$ cat config.mk
export PLATFORM = sky130hd
export DESIGN_NAME = mem_address_unit
export DESIGN_NICKNAME = d
export VERILOG_FILES = /design/src/logic/pdp8_pkg.sv /design/src/logic/mem_address_unit.sv
export SDC_FILE = /design/constraint.sdc
export NUM_CORES = 1
export LEC_CHECK = 0
export BUFFER_PORTS_ARGS = -buffer_cell sky130_fd_sc_hd__buf_2
export CAP_MARGIN = 20
export CORE_MARGIN = 2
export CORE_UTILIZATION = 46
export CTS_CLUSTER_DIAMETER = 120
export DETAILED_ROUTE_END_ITERATION = 8
export PLACE_DENSITY = 0.83
export SKIP_CTS_REPAIR_TIMING = 1
export SLEW_MARGIN = 20
export SYNTH_ARGS = -nofsm -noshare
export SYNTH_HDL_FRONTEND = slang
export SYNTH_SLANG_ARGS = --single-unit
$ cat constraint.sdc
create_clock -name clk -period 2.4 [get_ports clk]
set_clock_uncertainty 0.05 [all_clocks]
set_input_delay 0.36 -clock clk [delete_from_list [all_inputs] [get_ports clk]]
set_output_delay 0.36 -clock clk [all_outputs]
set_load 0.02 [all_outputs]
$ cat src/logic/pdp8_pkg.sv
`default_nettype none

package pdp8_pkg;

  localparam int WORD_W = 12;

  // bit 0 is the msb, as in the PDP-8 manuals
  typedef logic [0:WORD_W-1] word_t;

  typedef enum logic [2:0] {
    OP_AND, OP_TAD, OP_ISZ, OP_DCA, OP_JMS, OP_JMP, OP_IOT, OP_OPR
  } opcode_e;

  localparam int IND_BIT  = 3;
  localparam int PAGE_BIT = 4;
  localparam int CLA_BIT  = 4;
  localparam int CMA_BIT  = 6;
  localparam int IAC_BIT  = 11;

  localparam word_t NOP_WORD = 12'o7000;
  localparam word_t HLT_WORD = 12'o7402;

  typedef enum logic [4:0] {
    IDLE, F0, FW, F3, D0, DW, D1, DW1, E0, EW, E1, E2, H0, HW, H1, H2, RT
  } major_state_e;

  typedef enum logic [2:0] {NONE, LOAD_ADDR, DEPOSIT, EXAMINE, START} panel_op_e;

  typedef struct packed {
    panel_op_e op;
    word_t     data;
  } panel_cmd_t;

  typedef struct packed {
    word_t instruction;
    word_t ma;
    word_t mdout;
    logic  isz_skip;
  } mau_out_t;

  // pointers at 0010-0017 step before use
  function automatic logic is_auto_index(word_t addr);
    return addr[0:WORD_W-4] == (WORD_W-3)'(1);
  endfunction

endpackage

`default_nettype wire

$ cat src/logic/mem_address_unit.sv
`default_nettype none

module mem_address_unit #(
  parameter int WORD_W = pdp8_pkg::WORD_W
) (
  input  logic                   clk,
  input  logic                   reset,
  input  pdp8_pkg::major_state_e state,
  input  pdp8_pkg::word_t        pc,
  input  pdp8_pkg::word_t        ac,
  input  pdp8_pkg::panel_cmd_t   cmd,
  output pdp8_pkg::mau_out_t     mau,
  output pdp8_pkg::word_t        mem_addr,
  output pdp8_pkg::word_t        mem_wdata,
  output logic                   mem_we,
  input  pdp8_pkg::word_t        mem_rdata
);
  import pdp8_pkg::*;

  localparam int PAGE_W = WORD_W - 7;  // 128-word pages

  word_t             ma;
  word_t             instruction;
  word_t             mdout;
  word_t             mdin;
  logic [0:PAGE_W-1] current_page;
  logic              isz_skip;
  logic              write_en;
  word_t             eff_addr;
  opcode_e           op;

  assign op = opcode_e'(instruction[0:2]);

  assign eff_addr = {(instruction[PAGE_BIT] ? current_page : {PAGE_W{1'b0}}),
                     instruction[PAGE_W:WORD_W-1]};

  // address mux
  always_comb begin
    case (state)
      F0:      mem_addr = pc;
      default: mem_addr = ma;  // pointers, operands and panel all go through ma
    endcase
  end

  always_ff @(posedge clk) begin
    if (reset) begin
      ma           <= '0;
      instruction  <= NOP_WORD;
      current_page <= '0;
      isz_skip     <= 1'b0;
      write_en     <= 1'b0;
    end else begin
      write_en <= 1'b0;
      case (state)
        F0: begin
          current_page <= pc[0:PAGE_W-1];
          isz_skip     <= 1'b0;
        end
        FW: instruction <= mem_rdata;
        F3: if (op != OP_IOT && op != OP_OPR) ma <= eff_addr;
        D1: begin
          if (is_auto_index(ma)) write_en <= 1'b1;  // write back stepped pointer
          else ma <= mdout;
        end
        DW1: ma <= mdin;
        E1: begin
          if (op == OP_ISZ || op == OP_JMS || op == OP_DCA) write_en <= 1'b1;
          if (op == OP_ISZ) isz_skip <= (mdout == '1);  // 7777 wraps to 0000
        end
        H1: begin
          if (cmd.op == LOAD_ADDR) ma <= cmd.data;
          if (cmd.op == DEPOSIT) write_en <= 1'b1;
        end
        H2: if (cmd.op == DEPOSIT || cmd.op == EXAMINE) ma <= ma + 1'b1;
        default: ;
      endcase
    end
  end

  // memory data registers
  always_ff @(posedge clk) begin
    case (state)
      FW, DW, EW, HW: mdout <= mem_rdata;
      D1: mdin <= mdout + 1'b1;
      E1: begin
        case (op)
          OP_ISZ:  mdin <= mdout + 1'b1;
          OP_JMS:  mdin <= pc;  // already points past the JMS
          default: mdin <= ac;
        endcase
      end
      H1: mdin <= cmd.data;
      default: ;
    endcase
  end

  assign mem_wdata = mdin;
  assign mem_we    = write_en;

  assign mau = '{instruction: instruction, ma: ma, mdout: mdout, isz_skip: isz_skip};

  // writes land one state after they are set up
  a_write_state: assert property (@(posedge clk) disable iff (reset)
    mem_we |-> state inside {DW1, E2, H2});

endmodule

`default_nettype wire

* After elaboration in Yosys (flattened, before gate mapping) *
Cells that the tools add are included.

storage, ports and cells
  input port bits = 58
  word-level logic and storage cells = 60
  output and inout port bits = 62
  bits in latches = 0
  bits in registers = 55
  memory bits (writable) = 0
  memories kept = 0
  bits in read-only memories = 0

cells by class
  $lt $le $gt $ge = 0
  reductions and logical operators = 10
  multipliers = 0
  bitwise operators = 0
  shift operators = 0
  mux-type cells = 15
  divide/modulo/power cells = 0
  equal/unequal tests = 26
  $add $sub $neg = 2

operators with widths
  cell                                            number
  2-to-1 mux 12 bit                               5
  one-hot mux 12 bit (5 select lines)             1
  one-hot mux 12 bit (3 select lines)             1
  == test 5 x 4 -> 1 bit (second input constant)  5
  adder 12 x 1 -> 12 bit (second input constant)  2
  one-hot mux 12 bit (2 select lines)             1
  == test 5 x 3 -> 1 bit (second input constant)  3
  == test 12 bit (second input constant)          1
  == test 3 x 2 -> 1 bit (second input constant)  4
  == test 5 x 2 -> 1 bit (second input constant)  2
  != test 2 bit (second input constant)           5
  == test 9 x 1 -> 1 bit (second input constant)  1
  != test 3 bit (second input constant)           2
  == test 5 x 1 -> 1 bit (second input constant)  1
  2-to-1 mux 5 bit                                1
  AND reduction 5 bit                             1
  nonzero test 5 bit                              1
  2-to-1 mux 1 bit                                4
  OR reduction 4 bit                              1
  == test 3 x 1 -> 1 bit (second input constant)  1
  == test 3 bit (second input constant)           1
  logical OR 1 bit                                3
  one-hot mux 1 bit (3 select lines)              1
  nonzero test 3 bit                              1
  other kinds (4)                                 4

* Logic depth before layout (Yosys ltp) *
Gate-level depths: netlist of run 1.

  depth after elaboration = 5
  gate-level depth with buffers = 8
  mapped depth without buffers = 6

* Worst setup path after synthesis of run 1 *
OpenSTA, ideal clock, no wires.

  kind = in2reg
  start point = input state[2]
  end point = register ma[5]
  path buffers = 3
  arrival = 2.043 ns
  library setup time = 0.096 ns
  data required time = 2.254 ns
  cell stages on the path = 8
  path slack = 0.212 ns
  path through = clkbuf_1 -> and3b_4 -> and2_4 -> buf_6 -> a2111o_1 -> or2_1 -> buf_6 -> o41ai_2

on the way
  word-level cells in the longest chain between the ends = 3
  elaborated cells between the ends (all ways) = 12
  classes of those cells = 9 x eq/ne; 1 x mux; 2 x reduce/logical

ends and longest elaborated chain
  what                                                                         RTL line                text
  from (decl)                                                                  mem_address_unit.sv:8   input pdp8_pkg::major_state_e state,
  == test 5 x 4 -> 1 bit (tied with other cells)                               mem_address_unit.sv:54  case (state)
  nonzero test 5 bit (no source line) / != test 2 bit (equally long branches)  n/a
  AND reduction 5 bit (no source line)                                         n/a
  to (signal assigned)                                                         mem_address_unit.sv:60  F3: if (op != OP_IOT && op != OP_OPR) ma <= eff_addr;
  to (signal assigned)                                                         mem_address_unit.sv:63  else ma <= mdout;
  to (signal assigned)                                                         mem_address_unit.sv:65  DW1: ma <= mdin;
  to (decl)                                                                    mem_address_unit.sv:22  word_t ma;

Parallel ways exist; a longest one is shown, timed or not.
A chain may end at the register's enable or synchronous reset.

* Worst setup path in the final report of run 1 *
  start point = input state[0]
  end point = register ma[10]

The elaborated chain is that of the path after synthesis.

==> results of run 1 <==
==> logic make-up (layout without fill, tap and decap cells) <==
family / Yosys count / in the layout
AOI/OAI and AO/OA: 119 / 119
adders and majority gates: 2 / 2
buffers and inverters: 39 / 159
muxes: 1 / 1
DFF: 55 / 55
and+or+nand+nor: 185 / 185
xor gates and xnor gates: 17 / 17
==> metrics by stage <==
step	hold WS, ps	std cells
finish	183	637
detailed placement	394	629
global placement	392	629
floorplan	387	418
CTS	181	637
global route	176	637
==> flip-flops by register name, indices dropped and copies added, names as in the netlist <==
| name | count |
|---|---|
| mdout | 12 |
| instruction | 12 |
| current_page | 5 |
| isz_skip | 1 |
| mem_wdata | 12 |
| ma | 12 |
| mem_we | 1 |
==> worst max path at each step <==
stage                         from                  end  cells past startpoint
after floorplan           state[2]   ma[5]$_SDFFE_PP0P_                      8
after global placement    state[0]  ma[10]$_SDFFE_PP0P_                      7
after detailed placement  state[0]  ma[10]$_SDFFE_PP0P_                      7
after CTS                 state[0]  ma[10]$_SDFFE_PP0P_                      7
after global routing      state[3]          mem_addr[8]                      7
final                     state[0]  ma[10]$_SDFFE_PP0P_                      7
==> synthesized netlist by cell type (all sizes together) (2+ instances only) <==
master,number,area (um2)
ha,2,25.0
nand3,12,60.1
xnor2,6,52.6
a222oi,2,20.0
o32ai,3,26.3
o21ai,23,115
nand3b,7,52.6
nor3,3,15.0
a211o,2,17.5
buf,6,47.5
nand4,7,43.8
dfxtp,31,621
and2,6,40.0
and4,3,26.3
a22oi,15,113
a211oi,5,37.5
nor2b,22,138
nand2,78,293
inv,9,33.8
a221oi,7,73.8
and3,6,37.5
o41ai,6,82.6
nand2b,6,37.5
nor3b,5,37.5
clkbuf,24,90.1
xor2,11,96.3
and3b,2,21.3
nor2,24,90.1
a21oi,40,200
edfxtp,24,721
a221o,3,30.0
o221ai,6,52.6
==> worst reg2reg max path: stages (launching register included) <==
cell and delay [ps]:
dfxtp_1 410, ha_1 230, nand4_1 160, nor3_1 270
xor2_1 260, a221oi_1 140, o41ai_1 380
==> final cells by class <==
class                           count  area, um2  share of cell area, %
Tap cell                           99        124                   2.87
Clock inverter                      2       37.5                  0.870
Timing Repair Buffer              142        768                   17.8
Multi-Input combinational cell    324       1940                   44.9
Inverter                            9       33.8                  0.783
Sequential cell                    55       1340                   31.1
Clock buffer                        6       72.6                   1.68
==> power by group <==
| part | switching, mW | total (mW) | internal (mW) |
|---|---|---|---|
| clock | 0.315 | 0.627 | 0.312 |
| sequential | 0.0391 | 1.05 | 1.01 |
| combinational | 0.203 | 0.334 | 0.131 |
| total | 0.558 | 2.01 | 1.45 |
==> metal layers <==
| layer | vias to the layer above | GRT usage, % | routed length, um |
|---|---|---|---|
| met2 | 249 | 46.6 | 5700 |
| met4 | 2 | 8.33 | 327 |
| li1 | 1764 | - | - |
| met5 | - | 0 | 10 |
| met3 | 27 | 5.68 | 1390 |
| met1 | 1775 | 40.1 | 4910 |
==> cells in the final DEF, fill, tap and decap left out, types with 7 or more instances in the layout <==
| cell type | Yosys | final |
|---|---|---|
| o21ai_1 | 8 | 8 |
| nor2b_1 | 22 | 22 |
| buf_4 | 2 | 23 |
| inv_1 | 9 | 9 |
| nand3_1 | 12 | 12 |
| dfxtp_1 | 31 | 31 |
| xor2_1 | 11 | 11 |
| o21ai_0 | 15 | 15 |
| nand2_1 | 78 | 78 |
| nor2_1 | 24 | 24 |
| edfxtp_1 | 24 | 24 |
| nand3b_1 | 7 | 7 |
| a22oi_1 | 15 | 15 |
| nand4_1 | 7 | 7 |
| buf_2 | 2 | 119 |
| a21oi_1 | 40 | 40 |
==> metrics.csv, run 1 <==
stage;metric;value;unit
logic_synthesis;adder-cell area share of the yosys netlist;0.725;%
route;via count;3817;
hold_path;Min-Delay Startpoint;mem_rdata[8];
logic_synthesis;Synth cell types;51;
clock_tree;Clock Latency Late Sink;310;ps
global_routing;initial antenna violation count;1;
logic_synthesis;post-synthesis cell count;418;
finish;Synth-to-Final Area Change;25.0;%
logic_synthesis;Synth Register Bits;55;
logic_synthesis;Async SR Flop Fraction;0;%
logic_synthesis;Primary FF master, synth;dfxtp_1;
floorplanning;die height;90.6;um
sta;minimum clock period;2120;ps
placement;placed instance area;0.00421;mm2
logic_synthesis;Ys Warns;0;
clock_tree;Clock Sinks;55;
critical_path;RR Startpoint;ma[0]$_SDFFE_PP0P_;
sta;Worst slew margin;53.2;%
logic_synthesis;complex-gate fraction of the synthesized area;24.1;%
route;WL/cell;19.4;um
finish;post-layout util;59.5;%
global_routing;global-route wire length before repair;18900;um
floorplanning;row count;31;
floorplanning;Top Ports;120;
sta;Slew Limit Fails;0;
clock_tree;CTS tree;done;
logic_synthesis;Post-Synth XOR/XNOR Area;4.31;%
hold_path;Hold Crit Depth;1;
critical_path;worst-case reg-to-reg path depth;6;
power_and_ir_drop;PwrDens;466;mW/mm2
global_routing;GRT Residual Overflow;0;
route;drc violations;0;
placement;IO Port Bufs;119;
sta;worst-margin pin slew;702;ps
finish;post-route cell area;0.00432;mm2
clock_tree;number of clock buffers inserted by TritonCTS;5;
logic_synthesis;area share of and/or/nand/nor cells after synthesis;26.7;%
power_and_ir_drop;Leakage;1.80;nW
sta;Total Neg Setup Slack;0;ps
finish;fillers;662;
logic_synthesis;EDFF count, synth;24;
route;Iteration-0 DRC Markers;464;
floorplanning;Starting Density;47.6;%
clock_tree;clk root buf;clkbuf_8;
sta;Tcrit/Tclk final;88.5;%
global_routing;largest net degree at the start of global routing;34;
power_and_ir_drop;Worst VDD drop;0.319;mV
critical_path;r2r endpoint;ma[10]$_SDFFE_PP0P_;
critical_path;worst path required time;2540;ps
clock_tree;clock tree buffer depth;2;
critical_path;CP max FO;12;
critical_path;Top delay family on crit path;compound AO/OA/AOI/OAI gates;
finish;nets@finish;597;
placement;DP Wirelength;9560;um
hold_path;Endpoint, Worst Hold;mdout[8]$_DFFE_PP_;
critical_path;crit path kind;primary input to flip-flop;
global_routing;vias in the first global route;3495;
floorplanning;Die X;90.6;um
floorplanning;Core Area;0.00725;mm2
sta;Fmax;471;MHz
finish;antenna cells;0;
logic_synthesis;largest family of logic cells by synthesized area;simple AND/OR/NAND/NOR gates;
route;post-route ant nets;0;
global_routing;GRT Resource Usage Total;29.1;%
placement;gpl congestion;0.970;
clock_tree;H-tree depth;2;
critical_path;CP Cell Sequence;buf_2 > nor2b_1 > a21oi_1 > a2111o_1 > or2_1 > buf_4 > o41ai_1;
status;status;completed;
power_and_ir_drop;Power, Total;2.01;mW
logic_synthesis;post-synthesis sequential area ratio;38.9;%
route;Detailed Routing Iterations Pass 1;6;
critical_path;R2R Setup Slk;390;ps
sta;Final Hold Vio Count;0;
finish;layout cells sized above 1;29.2;%
critical_path;crit-path max cell delay;440;ps
sta;Setup Viol. Count Final;0;
critical_path;CP Launch Type;primary input;
run;Max-Cap Viols;0;
sta;setup ws final;277;ps
logic_synthesis;Net Count, Synth;478;
clock_tree;Clock transition at path regs;110;ps
sta;unrepaired setup endpoints after global routing;no;
hold_path;Hold WC Path Type;primary input to flip-flop;
critical_path;crit path max-delay cell type;a2111o_1;
critical_path;Bufs and invs on worst path;2;
floorplanning;Die ar.;0.00821;mm2
route;total routed wirelength;12300;um
route;routed vias/inst;5.99;
placement;Placement Setup Slack;50.8;ps
logic_synthesis;mux cell area share after synthesis;0.290;%
critical_path;CP Data Arrival Time;2260;ps
logic_synthesis;Mean Syn Cell Area;8.26;um2
logic_synthesis;synthesized area;0.00345;mm2
critical_path;crit path capture type;flip-flop;
Power figures use the tool's default switching activity.
==> run 2, diff against run 1 <==
ABC_AREA = 1   (was not set)
CORE_MARGIN = not set   (was 2)
PLACE_DENSITY = 0.84   (was 0.83)
==> metrics.csv, run 2 <==
stage;metric;value;unit;change
logic_synthesis;Net Count, Synth;546;;was 478
power_and_ir_drop;switching share of power;30.4;%;was 27.7%
logic_synthesis;Mean Syn Cell Area;6.80;um2;was 8.26 um2
finish;post-layout util;60.1;%;was 59.5%
route;Detailed Routing Iterations Pass 1;5;;was 6
global_routing;initial antenna violation count;0;;was 1
logic_synthesis;Async SR Flop Fraction;0;%;unchanged
sta;unrepaired setup endpoints after global routing;no;;unchanged
logic_synthesis;post-synth top area cell;edfxtp_1;;unchanged
power_and_ir_drop;P_int;1.34;mW;was 1.45 mW
finish;layout cells sized above 1;24.3;%;was 29.2%
route;drc violations;0;;unchanged
global_routing;GRT Residual Overflow;0;;unchanged
power_and_ir_drop;sw power;0.586;mW;was 0.558 mW
finish;post-route cell area;0.00413;mm2;was 0.00432 mm2
logic_synthesis;EDFF count, synth;24;;unchanged
floorplanning;row count;30;;was 31
logic_synthesis;Synth Register Bits;55;;unchanged
placement;IO Port Bufs;119;;unchanged
global_routing;vias in the first global route;3532;;was 3495
logic_synthesis;Synth cell types;31;;was 51
logic_synthesis;most frequent cell after synthesis;nand2_1;;unchanged
critical_path;crit path max-delay cell type;buf_4;;was a2111o_1
finish;nets@finish;668;;was 597
placement;DP Wirelength;9050;um;was 9560 um
sta;Setup Viol. Count Final;0;;unchanged
floorplanning;Die ar.;0.00753;mm2;was 0.00821 mm2
global_routing;global-route wire length before repair;17900;um;was 18900 um
placement;placed instance area;0.00403;mm2;was 0.00421 mm2
power_and_ir_drop;Worst VDD drop;0.369;mV;was 0.319 mV
power_and_ir_drop;PwrDens;468;mW/mm2;was 466 mW/mm2
clock_tree;Clock Sinks;55;;unchanged
finish;most frequent cells in the layout;nand2_1, buf_2, nor2_1, nand3_1, inv_1;;was buf_2, nand2_1, a21oi_1, dfxtp_1
route;via count;3986;;was 3817
logic_synthesis;Primary FF master, synth;dfxtp_1;;unchanged
power_and_ir_drop;Clk pwr share;29.9;%;was 31.2%
route;routed vias/inst;5.65;;was 5.99
floorplanning;Top Ports;120;;unchanged
route;Iteration-0 DRC Markers;401;;was 464
finish;antenna cells;0;;unchanged
clock_tree;Clock transition at path regs;110;ps;about the same
sta;Fmax;481;MHz;was 471 MHz
clock_tree;H-tree depth;2;;unchanged
global_routing;GRT Resource Usage Total;31.4;%;was 29.1%
route;post-route ant nets;0;;unchanged
route;WL/cell;16.2;um;was 19.4 um
sta;Worst slew margin;63.2;%;was 53.2%
power_and_ir_drop;Power, Total;1.93;mW;was 2.01 mW
power_and_ir_drop;Gate power share;15.9;%;was 16.6%
sta;minimum clock period;2080;ps;was 2120 ps
floorplanning;Die X;86.8;um;was 90.6 um
critical_path;CP Launch Type;primary input;;unchanged
floorplanning;Core Area;0.00687;mm2;was 0.00725 mm2
run;Max-Cap Viols;0;;unchanged
sta;worst-margin pin slew;551;ps;was 702 ps
critical_path;crit path kind;primary input to output pin;;was primary input to flip-flop
logic_synthesis;Yosys top cell area share;21.8;%;was 20.9%
finish;Synth-to-Final Area Change;24.7;%;was 25.0%
floorplanning;Starting Density;48.1;%;was 47.6%
logic_synthesis;post-synthesis sequential area ratio;40.6;%;was 38.9%
floorplanning;die height;86.8;um;was 90.6 um
finish;leading cell type in the layout, fill and taps excluded;nand2_1;;was buf_2
critical_path;Bufs and invs on worst path;4;;was 2
sta;Final Hold Vio Count;0;;unchanged
status;status;completed;;unchanged
clock_tree;clock tree buffer depth;2;;unchanged
critical_path;crit path capture type;output pin;;was flip-flop
logic_synthesis;synthesized area;0.00331;mm2;was 0.00345 mm2
clock_tree;CTS tree;done;;unchanged
hold_path;Hold WC Path Type;primary input to flip-flop;;unchanged
logic_synthesis;Ys Warns;0;;unchanged
sta;Total Neg Setup Slack;0;ps;unchanged
logic_synthesis;largest cells by area after synthesis;edfxtp_1, dfxtp_1, nand2_1;;unchanged
sta;Slew Limit Fails;0;;unchanged
sta;Tcrit/Tclk final;86.7;%;was 88.5%
critical_path;worst path required time;1990;ps;was 2540 ps
clock_tree;Clock Latency Late Sink;330;ps;was 310 ps
clock_tree;clk root buf;clkbuf_8;;unchanged
critical_path;CP Data Arrival Time;1670;ps;was 2260 ps
placement;gpl congestion;1.06;;was 0.970
finish;fillers;688;;was 662
critical_path;Top delay family on crit path;buffers and inverters;;was compound AO/OA/AOI/OAI gates
route;total routed wirelength;11400;um;was 12300 um
power_and_ir_drop;Sequential Power Share;54.2;%;was 52.2%
critical_path;CP Cell Sequence;buf_2 > nor2_1 > nand2_1 > nor2_1 > buf_4 > inv_2 > o21ai_0 > buf_2;;was buf_2 > nor2b_1 > a21oi_1 > a2111o_1 > or2_1 > buf_4 > o41ai_1
power_and_ir_drop;Leakage;1.99;nW;was 1.80 nW
logic_synthesis;Post-synth top cells;nand2_1, nor2_1, nand3_1;;was nand2_1, a21oi_1, dfxtp_1
critical_path;CP max FO;22;;was 12
critical_path;crit-path max cell delay;240;ps;was 440 ps
clock_tree;number of clock buffers inserted by TritonCTS;5;;unchanged
logic_synthesis;post-synthesis cell count;486;;was 418
global_routing;largest net degree at the start of global routing;23;;was 34
run 2: cell types whose count changed after synthesis, moves of 15 or more:
cell      previous run  this run
a21oi_1             40        22
a22oi_1             15         0
clkbuf_1            24         8
inv_1                9        44
nand2_1             78       145
nand3_1             12        51
nor2_1              24        64
nor2b_1             22         0
o21ai_0             15        38
run 2: kinds of logic after synthesis:
group	share of synthesized area, %
AO/OA/AOI/OAI	13.9
AND/OR/NAND/NOR	36.5
XOR/XNOR	0.530
flip-flops	40.6
buffers and inverters	7.68
adder cells (fa/ha/maj)	0.757
run 2: cell type report:
| class | count | area [um2] | area share, % |
|---|---|---|---|
| timing repair buffer | 131 | 686 | 16.6 |
| tap | 96 | 120 | 2.91 |
| multi-input combinational | 370 | 1710 | 41.5 |
| clock buffer | 5 | 68.8 | 1.67 |
| clock inverter | 3 | 28.8 | 0.698 |
| inverter | 45 | 169 | 4.09 |
| sequential | 55 | 1340 | 32.5 |
run 2: path summary, 6_finish.rpt:
path	slack, ps	start	to	depth (start not counted)
min reg2reg	420	current_page[3]$_SDFFE_PP0P_	current_page[3]$_SDFFE_PP0P_	2
min	170	mem_rdata[2]	mdout[2]$_DFFE_PP_	1
max reg2reg	470	mdout[0]$_DFFE_PP_	mem_wdata[10]$_DFFE_PP_	10
max	320	state[2]	mem_addr[1]	8
run 2: through the flow:
step	cells	worst slack, ps	hold slack, ps
floorplan	486	452	379
global placement	697	429	406
detailed placement	697	383	406
CTS	705	380	167
global route	705	166	164
finish	705	320	168
run 2: power by group through the flow:
stage / clock, mW / combinational [mW] / sequential [mW]
floorplan: 0 / 0.132 / 1.09
global placement: 0 / 0.295 / 1.06
detailed placement: 0 / 0.300 / 1.07
CTS: 0.575 / 0.302 / 1.04
global route: 0.610 / 0.332 / 1.05
finish: 0.578 / 0.306 / 1.05
run 2: routing by layer:
layer | up-vias | GRT usage (%) | wire length (um)
li1 | 1864 | - | -
met1 | 1799 | 42.3 | 4720
met2 | 295 | 50.8 | 5150
met3 | 28 | 5.24 | 1250
met4 | 0 | 10.9 | 312
met5 | - | 0 | 0
==> run 3, diff against run 2 <==
RECOVER_POWER = 50   (was not set)
==> metrics.csv, run 3 (same netlist as run 2, synthesis figures left out) <==
stage;metric;value;unit;change
clock_tree;clk root buf;clkbuf_8;;unchanged
critical_path;crit path capture type;output pin;;unchanged
sta;minimum clock period;2150;ps;was 2080 ps
critical_path;RR Startpoint;mdout[0]$_DFFE_PP_;;unchanged
global_routing;GRT Residual Overflow;0;;unchanged
route;WL/cell;16.3;um;was 16.2 um
hold_path;Min-Delay Startpoint;mem_rdata[2];;unchanged
critical_path;CP dominant cell by count;nor2_1;;
power_and_ir_drop;sw power;0.582;mW;was 0.586 mW
finish;leading cell type in the layout, fill and taps excluded;nand2_1;;unchanged
route;total routed wirelength;11500;um;was 11400 um
critical_path;Top delay family on crit path;buffers and inverters;;unchanged
power_and_ir_drop;Worst VDD drop;0.368;mV;was 0.369 mV
route;routed vias/inst;5.63;;was 5.65
finish;layout cells sized above 1;15.9;%;was 24.3%
critical_path;CP Cell Sequence;clkbuf_1 > nor2_1 > nand2_1 > nor2_1 > buf_4 > inv_2 > o21ai_0 > buf_2;;was buf_2 > nor2_1 > nand2_1 > nor2_1 > buf_4 > inv_2 > o21ai_0 > buf_2
route;drc violations;0;;unchanged
route;post-route ant nets;0;;unchanged
clock_tree;clock tree buffer depth;2;;unchanged
finish;antenna cells;0;;unchanged
critical_path;Critical Path Source;state[2];;unchanged
critical_path;CP max FO;22;;unchanged
run;Max-Cap Viols;0;;unchanged
power_and_ir_drop;switching share of power;30.3;%;was 30.4%
placement;IO Port Bufs;119;;unchanged
sta;Setup Viol. Count Final;0;;unchanged
hold_path;Hold WC Path Type;primary input to flip-flop;;unchanged
floorplanning;Die ar.;0.00753;mm2;unchanged
clock_tree;H-tree depth;2;;unchanged
global_routing;initial antenna violation count;0;;unchanged
global_routing;largest net degree at the start of global routing;23;;unchanged
sta;Total Neg Setup Slack;0;ps;unchanged
placement;gpl congestion;1.06;;unchanged
route;via count;3971;;was 3986
power_and_ir_drop;Sequential Power Share;54.6;%;was 54.2%
sta;Tcrit/Tclk final;89.4;%;was 86.7%
finish;Reg area;0.00134;mm2;unchanged
global_routing;global-route wire length before repair;17900;um;unchanged
global_routing;GRT Resource Usage Total;31.4;%;unchanged
global_routing;vias in the first global route;3532;;unchanged
status;status;completed;;unchanged
clock_tree;CTS tree;done;;unchanged
critical_path;CP Data Arrival Time;1740;ps;was 1670 ps
sta;Slew Limit Fails;0;;unchanged
power_and_ir_drop;Leakage;1.82;nW;was 1.99 nW
critical_path;worst path required time;1990;ps;about the same
floorplanning;Die X;86.8;um;unchanged
floorplanning;die height;86.8;um;unchanged
placement;placed instance area;0.00403;mm2;unchanged
floorplanning;Top Ports;120;;unchanged
placement;DP Wirelength;9050;um;unchanged
floorplanning;Core Area;0.00687;mm2;unchanged
clock_tree;Clock transition at path regs;110;ps;about the same
clock_tree;Clock Sinks;55;;unchanged
power_and_ir_drop;P_int;1.34;mW;about the same
clock_tree;number of clock buffers inserted by TritonCTS;5;;unchanged
finish;multi-input logic area;0.00171;mm2;unchanged
critical_path;crit path max-delay cell type;nor2_1;;was buf_4
route;Iteration-0 DRC Markers;397;;was 401
power_and_ir_drop;PwrDens;473;mW/mm2;was 468 mW/mm2
critical_path;crit path kind;primary input to output pin;;unchanged
power_and_ir_drop;Gate power share;15.6;%;was 15.9%
sta;Final Hold Vio Count;0;;unchanged
floorplanning;row count;30;;unchanged
finish;Synth-to-Final Area Change;22.7;%;was 24.7%
power_and_ir_drop;Clk pwr share;29.8;%;was 29.9%
sta;Fmax;466;MHz;was 481 MHz
critical_path;Bufs and invs on worst path;4;;unchanged
finish;fillers;716;;was 688
finish;most frequent cells in the layout;nand2_1, buf_2, nor2_1, nand3_1, clkbuf_1;;was nand2_1, buf_2, nor2_1, nand3_1, inv_1
floorplanning;Starting Density;48.1;%;unchanged
route;Detailed Routing Iterations Pass 1;7;;was 5
finish;post-route cell area;0.00406;mm2;was 0.00413 mm2
sta;worst-margin pin slew;554;ps;was 551 ps
clock_tree;Clock Latency Late Sink;330;ps;about the same
sta;Worst slew margin;63.0;%;was 63.2%
critical_path;crit-path max cell delay;250;ps;was 240 ps
finish;nets@finish;668;;unchanged
sta;unrepaired setup endpoints after global routing;no;;unchanged
critical_path;CP Launch Type;primary input;;unchanged
==> run 3: cell types whose count changed in the layout (fill, tap and decap cells not counted) <==
cell,before,now
buf_2,119,69
clkbuf_1,0,51
buf_4,12,11
==> run 3: power groups by stage <==
stage / Clock [mW] / Combinational (mW) / Sequential, mW
6_report: 0.572 / 0.300 / 1.05
3_5_place_dp: 0 / 0.300 / 1.07
4_1_cts: 0.575 / 0.302 / 1.04
3_3_place_gp: 0 / 0.295 / 1.06
2_1_floorplan: 0 / 0.132 / 1.09
5_1_grt: 0.610 / 0.325 / 1.05
==> run 3: area by class of cell <==
cell class	instances	area share (%)
multi-input cells	370	42.2
inverters	45	4.16
clock inverters	3	0.709
flip-flops and latches	55	33.0
repair buffers	131	15.3
well taps	96	2.96
clock buffers	5	1.70
==> run 3: worst paths after layout <==
kind	to	cells after the start	slack, ps
max reg2reg	mem_wdata[10]$_DFFE_PP_	10	440
max	mem_addr[1]	8	250
min reg2reg	current_page[3]$_SDFFE_PP0P_	2	420
min	mdout[2]$_DFFE_PP_	1	170
==> run 3: metal layers <==
metal  track usage (%)  up-vias  part of all wire [%]
met5                 0        -                     0
li1                  -     1863                     -
met3              5.24       33                    11
met4              10.9        0                   2.7
met2              50.8      284                    45
met1              42.3     1791                    41
==> run 3: metrics by stage <==
stage | util, % | total power, mW | worst slack, ps | hold slack (ps) | cells
after floorplan | - | 1.22 | 452 | 379 | 486
after global placement | 58.6 | 1.36 | 429 | 406 | 697
after detailed placement | 58.6 | 1.37 | 383 | 406 | 697
after CTS | 60.1 | 1.92 | 380 | 167 | 705
after global routing | 59.1 | 1.99 | 106 | 164 | 705
final | 59.1 | 1.92 | 254 | 170 | 705
==> run 3: worst reg2reg max path, cell delays in order (launching register included) <==
cell and delay (ps):
edfxtp_1 420, ha_1 190, nand2_1 80, nor2_1 160, nand3_1 120, nor2_1 210, inv_1 90, nor2_1 170
nand3_1 90, nand3_1 90, nand2_1 50
